--- src/rtl/screenPkg.sv ---
package screenPkg;

   // Tile edge in pixels
   localparam int TileSize = 32;

   // Visible grid, in tiles
   localparam int GridCols = 25;
   localparam int GridRows = 17;

   // Signed pixel coordinate width
   localparam int CoordWidth = 11;

   // Sub-pixel bits carried by the movers
   localparam int FracWidth = 4;

   // Maze address is row * GridCols + column
   localparam int TileAddrWidth = 10;

   // Maze tile value, nonzero means wall
   localparam int TileWidth = 4;

endpackage

--- src/rtl/gamePkg.sv ---
package gamePkg;

   // Mover FSM
   //   Waiting  : at rest on a tile, keys are sampled on eof
   //   Querying : wall lookup in flight at the maze port
   //   Moving   : stepping toward the target tile once per frame
   typedef enum logic [1:0]
   {
      Waiting,
      Querying,
      Moving
   } MoverState;

   // Direction of the current or last move
   typedef enum logic [1:0]
   {
      DirUp,
      DirDown,
      DirLeft,
      DirRight
   } MoveDir;

   // Sprite numbers as laid out in the sprite ROM
   typedef enum logic [2:0]
   {
      Face   = 3'd0,
      Up1,
      Up2,
      Right1,
      Right2,
      Left1,
      Left2  = 3'd6
   } SpriteId;

endpackage

--- src/rtl/playerMover.sv ---
module playerMover
#(
   parameter int Speed  = 16,
   parameter int StartX = 128,
   parameter int StartY = 128
)
(
   input  logic                                     clk,
   input  logic                                     reset_n,
   input  logic                                     eof,
   input  logic                                     keyUp,
   input  logic                                     keyDown,
   input  logic                                     keyLeft,
   input  logic                                     keyRight,
   input  logic                                     replyValid,
   input  logic [screenPkg::TileWidth-1:0]          replyData,
   output logic signed [screenPkg::CoordWidth-1:0]  posX,
   output logic signed [screenPkg::CoordWidth-1:0]  posY,
   output gamePkg::SpriteId                         sprite,
   output logic                                     queryValid,
   output logic [screenPkg::TileAddrWidth-1:0]      queryAddr
);

   // Fixed-point position width, integer pixels plus fraction
   localparam int FixWidth = screenPkg::CoordWidth + screenPkg::FracWidth;
   // Pixel to tile index shift
   localparam int TileShift = $clog2(screenPkg::TileSize);
   // Signed tile index, one spare bit for the -1 neighbour
   localparam int TileIdxWidth = screenPkg::CoordWidth - TileShift + 1;

   // Speed counts whole pixels per frame, scaled into sixteenths here
   localparam logic signed [FixWidth-1:0] StepFix = FixWidth'(Speed * (2 ** screenPkg::FracWidth));

   // Neighbour offsets in tiles
   localparam logic signed [TileIdxWidth-1:0] StepBack = -1;
   localparam logic signed [TileIdxWidth-1:0] StepFwd  = 1;
   localparam logic signed [TileIdxWidth-1:0] NoStep   = 0;

   gamePkg::MoverState                        state;
   gamePkg::MoveDir                           dir;
   gamePkg::MoveDir                           keyDir;
   gamePkg::SpriteId                          movingSprite;

   // Position with hidden fraction
   logic signed [FixWidth-1:0]                posFixX;
   logic signed [FixWidth-1:0]                posFixY;

   // Target tile origin in pixels, and the same in fixed point
   logic signed [screenPkg::CoordWidth-1:0]   targetX;
   logic signed [screenPkg::CoordWidth-1:0]   targetY;
   logic signed [FixWidth-1:0]                targetFixX;
   logic signed [FixWidth-1:0]                targetFixY;

   // Tile indices of the current and the target tile
   logic signed [TileIdxWidth-1:0]            curCol;
   logic signed [TileIdxWidth-1:0]            curRow;
   logic signed [TileIdxWidth-1:0]            dCol;
   logic signed [TileIdxWidth-1:0]            dRow;
   logic signed [TileIdxWidth-1:0]            tgtCol;
   logic signed [TileIdxWidth-1:0]            tgtRow;

   logic                                      keyHit;
   logic                                      inGrid;
   logic                                      startQuery;
   logic                                      credit;
   logic                                      phase;

   // Step along the axis of motion
   logic                                      stepNeg;
   logic                                      stepVert;
   logic signed [FixWidth-1:0]                axisPos;
   logic signed [FixWidth-1:0]                axisTarget;
   logic signed [FixWidth-1:0]                axisNext;
   logic                                      arrive;

   assign posX = posFixX[FixWidth-1:screenPkg::FracWidth];
   assign posY = posFixY[FixWidth-1:screenPkg::FracWidth];

   assign targetFixX = {targetX, {screenPkg::FracWidth{1'b0}}};
   assign targetFixY = {targetY, {screenPkg::FracWidth{1'b0}}};

   // At rest the position is tile aligned, so a shift gives the tile
   assign curCol = TileIdxWidth'(posX >>> TileShift);
   assign curRow = TileIdxWidth'(posY >>> TileShift);

   // Key priority is up, down, right, left
   always_comb
   begin
      keyHit = 1'b1;
      keyDir = gamePkg::DirUp;
      dCol   = NoStep;
      dRow   = NoStep;
      if (keyUp)
      begin
         dRow = StepBack;
      end
      else if (keyDown)
      begin
         keyDir = gamePkg::DirDown;
         dRow   = StepFwd;
      end
      else if (keyRight)
      begin
         keyDir = gamePkg::DirRight;
         dCol   = StepFwd;
      end
      else if (keyLeft)
      begin
         keyDir = gamePkg::DirLeft;
         dCol   = StepBack;
      end
      else
      begin
         keyHit = 1'b0;
      end
   end

   assign tgtCol = curCol + dCol;
   assign tgtRow = curRow + dRow;

   // Off-grid targets are refused like walls, no lookup needed
   assign inGrid = (tgtCol >= 0) && (tgtCol < screenPkg::GridCols) &&
                   (tgtRow >= 0) && (tgtRow < screenPkg::GridRows);

   // One query per credit
   assign startQuery = (state == gamePkg::Waiting) && eof && keyHit && inGrid && credit;

   // Next fixed-point value on the moving axis and arrival test
   always_comb
   begin
      stepNeg    = (dir == gamePkg::DirUp) || (dir == gamePkg::DirLeft);
      stepVert   = (dir == gamePkg::DirUp) || (dir == gamePkg::DirDown);
      axisPos    = stepVert ? posFixY : posFixX;
      axisTarget = stepVert ? targetFixY : targetFixX;
      axisNext   = stepNeg ? axisPos - StepFix : axisPos + StepFix;
      // Reaching or passing the target counts as arrival
      arrive     = stepNeg ? (axisNext <= axisTarget) : (axisNext >= axisTarget);
   end

   // Walking image from direction and phase, down has no walk cycle
   always_comb
   begin
      case (dir)
         gamePkg::DirUp:    movingSprite = phase ? gamePkg::Up2 : gamePkg::Up1;
         gamePkg::DirRight: movingSprite = phase ? gamePkg::Right2 : gamePkg::Right1;
         gamePkg::DirLeft:  movingSprite = phase ? gamePkg::Left2 : gamePkg::Left1;
         default:           movingSprite = gamePkg::Face;
      endcase
   end

   always_ff @(posedge clk or negedge reset_n)
   begin
      if (!reset_n)
      begin
         state      <= gamePkg::Waiting;
         dir        <= gamePkg::DirUp;
         posFixX    <= {screenPkg::CoordWidth'(StartX), {screenPkg::FracWidth{1'b0}}};
         posFixY    <= {screenPkg::CoordWidth'(StartY), {screenPkg::FracWidth{1'b0}}};
         credit     <= 1'b1;
         queryValid <= 1'b0;
         phase      <= 1'b0;
         sprite     <= gamePkg::Face;
      end
      else
      begin
         // Query is a single-cycle pulse
         queryValid <= 1'b0;

         // Reply refunds the credit
         if (replyValid)
         begin
            credit <= 1'b1;
         end

         case (state)
            gamePkg::Waiting:
            begin
               if (startQuery)
               begin
                  dir        <= keyDir;
                  queryValid <= 1'b1;
                  credit     <= 1'b0;
                  state      <= gamePkg::Querying;
               end
            end

            // eof is ignored until the tile value is back
            gamePkg::Querying:
            begin
               if (replyValid)
               begin
                  if (replyData == '0)
                  begin
                     state <= gamePkg::Moving;
                     // Walk cycle restarts on the first image
                     phase <= 1'b0;
                  end
                  else
                  begin
                     state <= gamePkg::Waiting;
                  end
               end
            end

            gamePkg::Moving:
            begin
               if (eof)
               begin
                  if (arrive)
                  begin
                     // Snap exactly onto the tile, fraction cleared
                     posFixX <= targetFixX;
                     posFixY <= targetFixY;
                     state   <= gamePkg::Waiting;
                  end
                  else if (stepVert)
                  begin
                     posFixY <= axisNext;
                  end
                  else
                  begin
                     posFixX <= axisNext;
                  end
               end
            end

            default:
            begin
               state <= gamePkg::Waiting;
            end
         endcase

         // Sprite follows the frame rate
         if (eof)
         begin
            if (state == gamePkg::Moving)
            begin
               sprite <= movingSprite;
               phase  <= ~phase;
            end
            else
            begin
               sprite <= gamePkg::Face;
            end
         end
      end
   end

   // Target and maze address captured with the query
   always_ff @(posedge clk)
   begin
      if (startQuery)
      begin
         targetX   <= screenPkg::CoordWidth'(tgtCol * screenPkg::TileSize);
         targetY   <= screenPkg::CoordWidth'(tgtRow * screenPkg::TileSize);
         queryAddr <= screenPkg::TileAddrWidth'(tgtRow * screenPkg::GridCols + tgtCol);
      end
   end

endmodule

--- src/rtl/mazePort.sv ---
module mazePort
(
   input  logic                                 clk,
   input  logic                                 reset_n,
   input  logic                                 query1Valid,
   input  logic [screenPkg::TileAddrWidth-1:0]  query1Addr,
   input  logic                                 query2Valid,
   input  logic [screenPkg::TileAddrWidth-1:0]  query2Addr,
   output logic                                 reply1Valid,
   output logic                                 reply2Valid,
   output logic [screenPkg::TileWidth-1:0]      replyData,
   output logic [screenPkg::TileAddrWidth-1:0]  ramRaddr,
   input  logic [screenPkg::TileWidth-1:0]      ramRdata
);

   // One pending query per requester, never more thanks to the credit
   logic                                        pend1;
   logic                                        pend2;
   logic [screenPkg::TileAddrWidth-1:0]         addr1;
   logic [screenPkg::TileAddrWidth-1:0]         addr2;

   // Round-robin pointer, set means player 2 was served last
   logic                                        lastGrant2;

   logic                                        grant1;
   logic                                        grant2;

   // Return pipeline, one stage to match the RAM latency
   logic                                        retValid;
   logic                                        retOwner2;

   // Player 1 wins a tie unless it was served last
   assign grant1 = pend1 && (!pend2 || lastGrant2);
   assign grant2 = pend2 && !grant1;

   // Granted address goes straight to the RAM this cycle
   assign ramRaddr = grant2 ? addr2 : addr1;

   // Shared data bus, qualified per requester
   assign replyData   = ramRdata;
   assign reply1Valid = retValid && !retOwner2;
   assign reply2Valid = retValid && retOwner2;

   always_ff @(posedge clk or negedge reset_n)
   begin
      if (!reset_n)
      begin
         pend1      <= 1'b0;
         pend2      <= 1'b0;
         addr1      <= '0;
         addr2      <= '0;
         lastGrant2 <= 1'b1;
         retValid   <= 1'b0;
         retOwner2  <= 1'b0;
      end
      else
      begin
         // Grant clears the pending flag
         if (grant1)
         begin
            pend1 <= 1'b0;
         end
         if (grant2)
         begin
            pend2 <= 1'b0;
         end

         // A new query cannot meet its own grant, the credit forbids it
         if (query1Valid)
         begin
            pend1 <= 1'b1;
            addr1 <= query1Addr;
         end
         if (query2Valid)
         begin
            pend2 <= 1'b1;
            addr2 <= query2Addr;
         end

         // Pointer moves only when someone is served
         if (grant1)
         begin
            lastGrant2 <= 1'b0;
         end
         else if (grant2)
         begin
            lastGrant2 <= 1'b1;
         end

         // Remember who owns the read now in flight
         retValid  <= grant1 || grant2;
         retOwner2 <= grant2;
      end
   end

endmodule

--- src/rtl/gameController.sv ---
module gameController
#(
   parameter int Speed1  = 16,
   parameter int Speed2  = 3,
   parameter int Start1X = 128,
   parameter int Start1Y = 128,
   parameter int Start2X = 448,
   parameter int Start2Y = 448
)
(
   input  logic                                     clk,
   input  logic                                     reset_n,
   // One pulse per frame
   input  logic                                     eof,
   // Joystick of player 1
   input  logic                                     p1Up,
   input  logic                                     p1Down,
   input  logic                                     p1Left,
   input  logic                                     p1Right,
   // Joystick of player 2
   input  logic                                     p2Up,
   input  logic                                     p2Down,
   input  logic                                     p2Left,
   input  logic                                     p2Right,
   // Player pixel positions
   output logic signed [screenPkg::CoordWidth-1:0]  player1X,
   output logic signed [screenPkg::CoordWidth-1:0]  player1Y,
   output logic signed [screenPkg::CoordWidth-1:0]  player2X,
   output logic signed [screenPkg::CoordWidth-1:0]  player2Y,
   output gamePkg::SpriteId                         player1Sprite,
   output gamePkg::SpriteId                         player2Sprite,
   // Maze RAM read port, data one cycle after address
   output logic [screenPkg::TileAddrWidth-1:0]      ramRaddr,
   input  logic [screenPkg::TileWidth-1:0]          ramRdata
);

   // Mover to maze port lookups
   logic                                            query1Valid;
   logic [screenPkg::TileAddrWidth-1:0]             query1Addr;
   logic                                            query2Valid;
   logic [screenPkg::TileAddrWidth-1:0]             query2Addr;
   logic                                            reply1Valid;
   logic                                            reply2Valid;
   logic [screenPkg::TileWidth-1:0]                 replyData;

   playerMover #(
      .Speed  (Speed1),
      .StartX (Start1X),
      .StartY (Start1Y)
   ) mover1 (
      .clk        (clk),
      .reset_n    (reset_n),
      .eof        (eof),
      .keyUp      (p1Up),
      .keyDown    (p1Down),
      .keyLeft    (p1Left),
      .keyRight   (p1Right),
      .replyValid (reply1Valid),
      .replyData  (replyData),
      .posX       (player1X),
      .posY       (player1Y),
      .sprite     (player1Sprite),
      .queryValid (query1Valid),
      .queryAddr  (query1Addr)
   );

   playerMover #(
      .Speed  (Speed2),
      .StartX (Start2X),
      .StartY (Start2Y)
   ) mover2 (
      .clk        (clk),
      .reset_n    (reset_n),
      .eof        (eof),
      .keyUp      (p2Up),
      .keyDown    (p2Down),
      .keyLeft    (p2Left),
      .keyRight   (p2Right),
      .replyValid (reply2Valid),
      .replyData  (replyData),
      .posX       (player2X),
      .posY       (player2Y),
      .sprite     (player2Sprite),
      .queryValid (query2Valid),
      .queryAddr  (query2Addr)
   );

   // Both wall lookups share the single RAM read port
   mazePort port (
      .clk         (clk),
      .reset_n     (reset_n),
      .query1Valid (query1Valid),
      .query1Addr  (query1Addr),
      .query2Valid (query2Valid),
      .query2Addr  (query2Addr),
      .reply1Valid (reply1Valid),
      .reply2Valid (reply2Valid),
      .replyData   (replyData),
      .ramRaddr    (ramRaddr),
      .ramRdata    (ramRdata)
   );

endmodule

--- config.mk ---
export PLATFORM = sky130hd
export DESIGN_NAME = gameController
export DESIGN_NICKNAME = d
export VERILOG_FILES = /design/src/rtl/screenPkg.sv /design/src/rtl/gamePkg.sv /design/src/rtl/playerMover.sv /design/src/rtl/mazePort.sv /design/src/rtl/gameController.sv
export SDC_FILE = /design/constraint.sdc
export NUM_CORES = 1
export LEC_CHECK = 0
export ABC_AREA = 1
export BUFFER_PORTS_ARGS = -buffer_cell sky130_fd_sc_hd__buf_2
export CAP_MARGIN = 40
export CORE_MARGIN = 2
export CORE_UTILIZATION = 45
export CTS_BUF_LIST = sky130_fd_sc_hd__clkbuf_4 sky130_fd_sc_hd__clkbuf_8
export DETAILED_ROUTE_END_ITERATION = 10
export PLACE_DENSITY = 0.58
export SETUP_SLACK_MARGIN = 0.1
export SLEW_MARGIN = 20
export SYNTH_ARGS = -nofsm -noshare
export SYNTH_HDL_FRONTEND = slang
export SYNTH_SLANG_ARGS = --single-unit
--- constraint.sdc ---
create_clock -name clk -period 6.3 [get_ports clk]
set_input_delay 1.575 -clock clk [delete_from_list [all_inputs] [get_ports clk]]
set_output_delay 1.575 -clock clk [all_outputs]
set_load 0.02 [all_outputs]
Yosys cells after proc, flatten, opt, wreduce, memory -nomap -nowiden --
Cells that the tools add are included.
Operators by class: add/subtract/negate cells 10, multiply operators 2, divide/modulo/power cells 0, $lt $le $gt $ge 12, equal/unequal tests 20, shifts and indexed selects 0, mux-type cells 92, bitwise gates (word level) 2, reductions and logical operators 45
Operators with widths (number):
- 15-bit two-way mux | 14
- 7-bit two-way mux | 10
- 2-bit two-way mux | 21
- 1-bit two-way mux | 38
- 15-bit greater-or-equal comparator | 2
- 15-bit <= comparator | 2
- 6-bit by 7-bit adder with 7-bit output | 4
- 7-bit by 1-bit greater-or-equal comparator with 1-bit output, second input constant | 4
- 7-bit by 6-bit less-than comparator with 1-bit output, second input constant | 4
- 10-bit by 7-bit adder with 10-bit output | 2
- 7-bit by 6-bit multiplier with 10-bit output, second input constant | 2
- 1-bit logical AND | 18
- 3-bit case mux with 3 select lines | 2
- 15-bit by 10-bit adder with 15-bit output, second input constant | 1
- 15-bit by 7-bit adder with 15-bit output, second input constant | 1
- 15-bit by 10-bit subtractor with 15-bit output, second input constant | 1
- 15-bit by 7-bit subtractor with 15-bit output, second input constant | 1
- 2-bit == test, second input constant | 6
- 3-bit two-way mux | 4
- 2-bit by 1-bit != test with 1-bit output, second input constant | 6
- 2-bit case mux with 3 select lines | 2
- 3-bit AND reduction | 4
- 10-bit two-way mux | 1
- 2-bit nonzero test | 5
- other kinds (9) | 28
Word-level totals: flip-flop bits (word level) 149, bits in latches 0, bits in writable memories 0, bits in read-only memories 0, logic and storage cells 212, memories 0

Depth between registers and ports, before layout --
depth after elaboration 13, depth in mapped cells 28, depth with buffers taken out 25

Modules after synthesis --
From an unflattened synthesis, not the netlist that was laid out.
Second synthesis, totals: cells, all modules 1373, area total of the unflattened synthesis 10978.0 um^2
Modules (own cells, without submodules):
- playerMover (mover2) | instances 1, cells an instance 611, area each 4979.8 um^2, seq. area each 1670.4 um^2
- playerMover (mover1) | instances 1, cells an instance 621, area each 4885.9 um^2, seq. area each 1665.3 um^2
- mazePort | instances 1, cells an instance 141, area each 1112.3 um^2, seq. area each 626.9 um^2

Worst setup path after synthesis --
OpenSTA, ideal clock, no wires.
path kind in2reg, start input p1Down, end register mover1.queryAddr[8] in the netlist's numbering, data pin, library setup time 0.276 ns, arrival 5.276 ns, required time 6.024 ns, setup slack 0.748 ns, stages 18, cells stage by stage nor2_1 > inv_1 > ha_1 > fa_1 > nand3_1 > nand3_1 > xor2_1 > inv_1 > ha_1 > fa_1 > ha_1 > inv_1 > fa_1 > inv_1 > ha_1 > inv_1 > o311ai_0 > xor2_1
On the way: word-level cells in the longest chain between the ends 5, elaborated cells between the ends (all ways) 8
RTL lines:
- from (decl) | RTL line gameController.sv:17 | input logic p1Down,
- 1-bit two-way mux | RTL line playerMover.sv:97 | else if (keyDown)
- 7-bit two-way mux | RTL line playerMover.sv:93 | if (keyUp)
- 6-bit by 7-bit adder with 7-bit output | RTL line playerMover.sv:119 | assign tgtRow = curRow + dRow;
- net mover1.tgtRow[4] | RTL line playerMover.sv:60 | logic signed [TileIdxWidth-1:0] tgtRow;
- 7-bit by 6-bit multiplier with 10-bit output | RTL line playerMover.sv:256 | queryAddr <= screenPkg::TileAddrWidth'(tgtRow * screenPkg::GridCols + tgtCol);
- 10-bit by 7-bit adder with 10-bit output | RTL line playerMover.sv:256
- to (signal assigned) | RTL line playerMover.sv:256
- to (decl) | RTL line playerMover.sv:21 | output logic [screenPkg::TileAddrWidth-1:0] queryAddr
The timed path passes the listed nets, and every way through them passes these cells. A chain may end at the register's enable or synchronous reset.

Final worst setup path --
start input p1Up, end register mover1.queryAddr[8] in the netlist's numbering, data pin
On the way: word-level cells in the longest chain between the ends 4, elaborated cells between the ends (all ways) 6
RTL lines:
- from (decl) | RTL line gameController.sv:16 | input logic p1Up,
- 7-bit two-way mux | RTL line playerMover.sv:93
- 6-bit by 7-bit adder with 7-bit output | RTL line playerMover.sv:119
- net mover1.tgtRow[2] | RTL line playerMover.sv:60
- 7-bit by 6-bit multiplier with 10-bit output | RTL line playerMover.sv:256
- 10-bit by 7-bit adder with 10-bit output | RTL line playerMover.sv:256
The timed path passes the listed nets, and every way through them passes these cells.

==> summary.txt <==
Run status
  – Status: complete, no violations

Yosys
  – Yosys cell types: 44
  – Register area share after synthesis: 0.360
  – Yosys top cell area share: 0.214
  – Main synth FF type: dfrtp_1
  – Mapped cell area: 11000 um2
  – EDFF count, synth: 44
  – Post-Syn Area per Cell: 8.15 um2
  – Mapped Nets: 1499
  – Syn Inst Count: 1351
  – Fraction of registers with async set/reset: 0.705
  – FF+latch count, synth: 149
  – Synth warnings: 0
  – Area contributors post-synth: dfrtp_1, nand2_1, ha_1, edfxtp_1, inv_1
  – Synth area leader: dfrtp_1

Critical path
  – Worst Path Required: 6.49 ns
  – R2r startpoint: mover2.posFixY[10]
  – Worst R2R Path Depth: 16
  – CP max FO: 8
  – CP Class: in -> reg
  – Crit end category: register
  – Worst Setup EP: mover1.queryAddr[8]
  – Startpoint Class: input port
  – Worst EP arrival: 5.79 ns
  – Reg2reg end: mover2.queryAddr[8]
  – Worst setup path startpoint: p1Up
  – Slack of the worst reg-to-reg path: 1.75 ns

Floorplanning
  – Die height: 160 um
  – Core area: 24200 um2
  – IO Count: 75
  – Full die area: 25700 um2
  – Die width: 160 um
  – Initial Util: 0.455
  – Row count: 57

Routing
  – Vias per inst: 4.85
  – DRC violations left: 0
  – Vias: 8342
  – Drt pass-1 iters: 5
  – DRT Wirelength: 24300 um
  – Post-DRT Antenna Nets: 0
  – Drt initial violations: 470
  – Drt wl/cell: 14.1 um

STA
  – Clock period minus worst slack: 5.61 ns
  – Max Freq: 178 MHz
  – Worst slew margin: 0.584
  – Period utilisation layout: 0.890
  – Setup TNS Final: 0 ns
  – Final Hold Viols: 0
  – RSZ-0062 raised after global routing: false
  – Hold WS: 0.449 ns
  – Worst setup margin: 0.693 ns
  – Slew at the pin closest to its max-slew limit: 0.623 ns
  – Clock skew: 0.0121 ns
  – Final setup fails: 0
  – Slew Limit Fails: 0

Finish
  – P&R area growth vs syn: 7.26%
  – Commonest non-fill, non-tap cell in the layout: nand2_1
  – Nets: 1532
  – Layout cell share with drive strength beyond 1: 0.151
  – Post-route cell area: 11800 um2
  – ANT cells: 0
  – Most frequent cells in the layout: nand2_1, inv_1, ha_1
  – Finished Layout Cells: 1721

CTS
  – Setup Fix Bufs, Post-CTS: 0
  – Total clock sinks: 149
  – CTS max path bufs: 2
  – H-tree Lvls: 4
  – # resized after CTS: 0
  – TritonCTS clock tree: yes
  – Clock slew at reported path FFs: 0.09 ns
  – CTS root buf: clkbuf_8
  – Clock buffer count from CTS: 17
  – Hold-fix buffers, CTS: 0
  – Worst skew pair latency: 0.44 ns

GRT
  – Pin count of the biggest net entering global routing: 49
  – Initial antenna violation count: 0
  – Total GRT Usage: 0.196
  – Total grt overflow: 0
  – GRT Max-Usage Layer: met2
  – GR Util met2: 0.310
  – Number of global-route vias before repair: 8010
  – Met1 usage: 0.279
  – First-pass GRT wire length: 40500 um
  – GR Util met3: 0.0331

Run
  – Max cap viols: 0

Place
  – HPWL Detailed: 18900 um
  – GP Congestion: 0.831
  – Post-place setup slack: 0.252 ns
  – Cell area after placement: 11400 um2
  – Dpl cells: 1689
  – IO buf count: 74

Power
  – Pleak: 6.41 nW
  – Power Dens Cells: 184 nW/um2
  – Peak supply drop: 0.000107 V

Min path
  – Min-delay worst type: reg -> reg
-- cell usage after synthesis, drive strengths merged, types with 10 or more instances --
library cell,count
fa,24
edfxtp,44
mux2i,10
nor2,58
o21ai,64
dfrtp,94
nor3,10
nand2,496
dfstp,11
nand4,12
inv,178
buf,59
ha,109
xnor2,17
a21oi,43
xor2,27
nand3,58
clkbuf,12
-- critical path, cell delays in order --
cell	delay [ns]
buf_2	0.16
nor2_1	0.19
inv_1	0.10
ha_1	0.22
fa_1	0.41
xor2_1	0.43
inv_1	0.13
ha_1	0.34
fa_1	0.47
ha_1	0.32
fa_1	0.47
ha_1	0.40
a21oi_1	0.11
o311ai_0	0.36
xor2_1	0.12
-- registers in the layout (all words and copies together), names as in the netlist, 3 cells and up --
signal / count
mover1.posFixX: 15
mover1.posFixY: 15
mover1.queryAddr: 10
mover1.sprite: 3
mover1.targetX: 6
mover1.targetY: 6
mover2.posFixX: 15
mover2.posFixY: 15
mover2.queryAddr: 10
mover2.sprite: 3
mover2.targetX: 6
mover2.targetY: 6
port.addr1: 10
port.addr2: 10
-- worst min path at each step --
stage	endpoint	from	slack, ns	cells past startpoint
after floorplan	port.addr2[9]	mover2.queryAddr[9]	0.43	2
after global placement	port.addr2[4]	mover2.queryAddr[4]	0.43	2
after detailed placement	port.addr2[0]	mover2.queryAddr[0]	0.44	2
after CTS	port.addr2[0]	mover2.queryAddr[0]	0.45	2
after global routing	port.addr2[4]	mover2.queryAddr[4]	0.48	2
final	port.addr2[0]	mover2.queryAddr[0]	0.45	2
-- metal layers --
metal  wire (um)  part of all wire  up-vias
met1       12100              0.50     3873
met5           0                 0        -
met2       11100              0.46      138
met4         326             0.013        0
li1            -                 -     4315
met3         757             0.031       16
-- power breakdown --
group	internal, W	switching, W	total, W	leakage, nW
registers	0.00101	0	0.00101	1.80
logic	0.000124	0.000186	0.000310	4.38
clock network	0.000486	0.000372	0.000858	0.233
-- kinds of logic (layout without fill, tap and decap cells) --
| kind of cell | after synthesis | after routing | share of synthesized area |
|---|---|---|---|
| fa+ha+maj | 133 | 133 | 0.168 |
| mux | 10 | 10 | 0.00909 |
| flops | 149 | 149 | 0.360 |
| compound gates | 120 | 120 | 0.0675 |
| xor+xnor | 44 | 44 | 0.0350 |
| buf+inv | 249 | 295 | 0.110 |
| simple gates | 646 | 646 | 0.251 |
-- metrics by stage --
step,power (W),util
2_1_floorplan,0.00126,-
3_3_place_gp,0.00134,0.468
6_report,0.00218,0.488
4_1_cts,0.00221,0.488
5_1_grt,0.00229,0.488
3_5_place_dp,0.00134,0.469
-- cell type report --
cell class | count | area [um2]
clock inverter | 13 | 204
clock buffer | 19 | 255
fill | 2420 | 12400
timing repair buffer | 85 | 473
tap | 324 | 405
sequential | 149 | 3960
multi-input combinational | 953 | 5830
inverter | 178 | 676
Power figures use the tool's default switching activity.
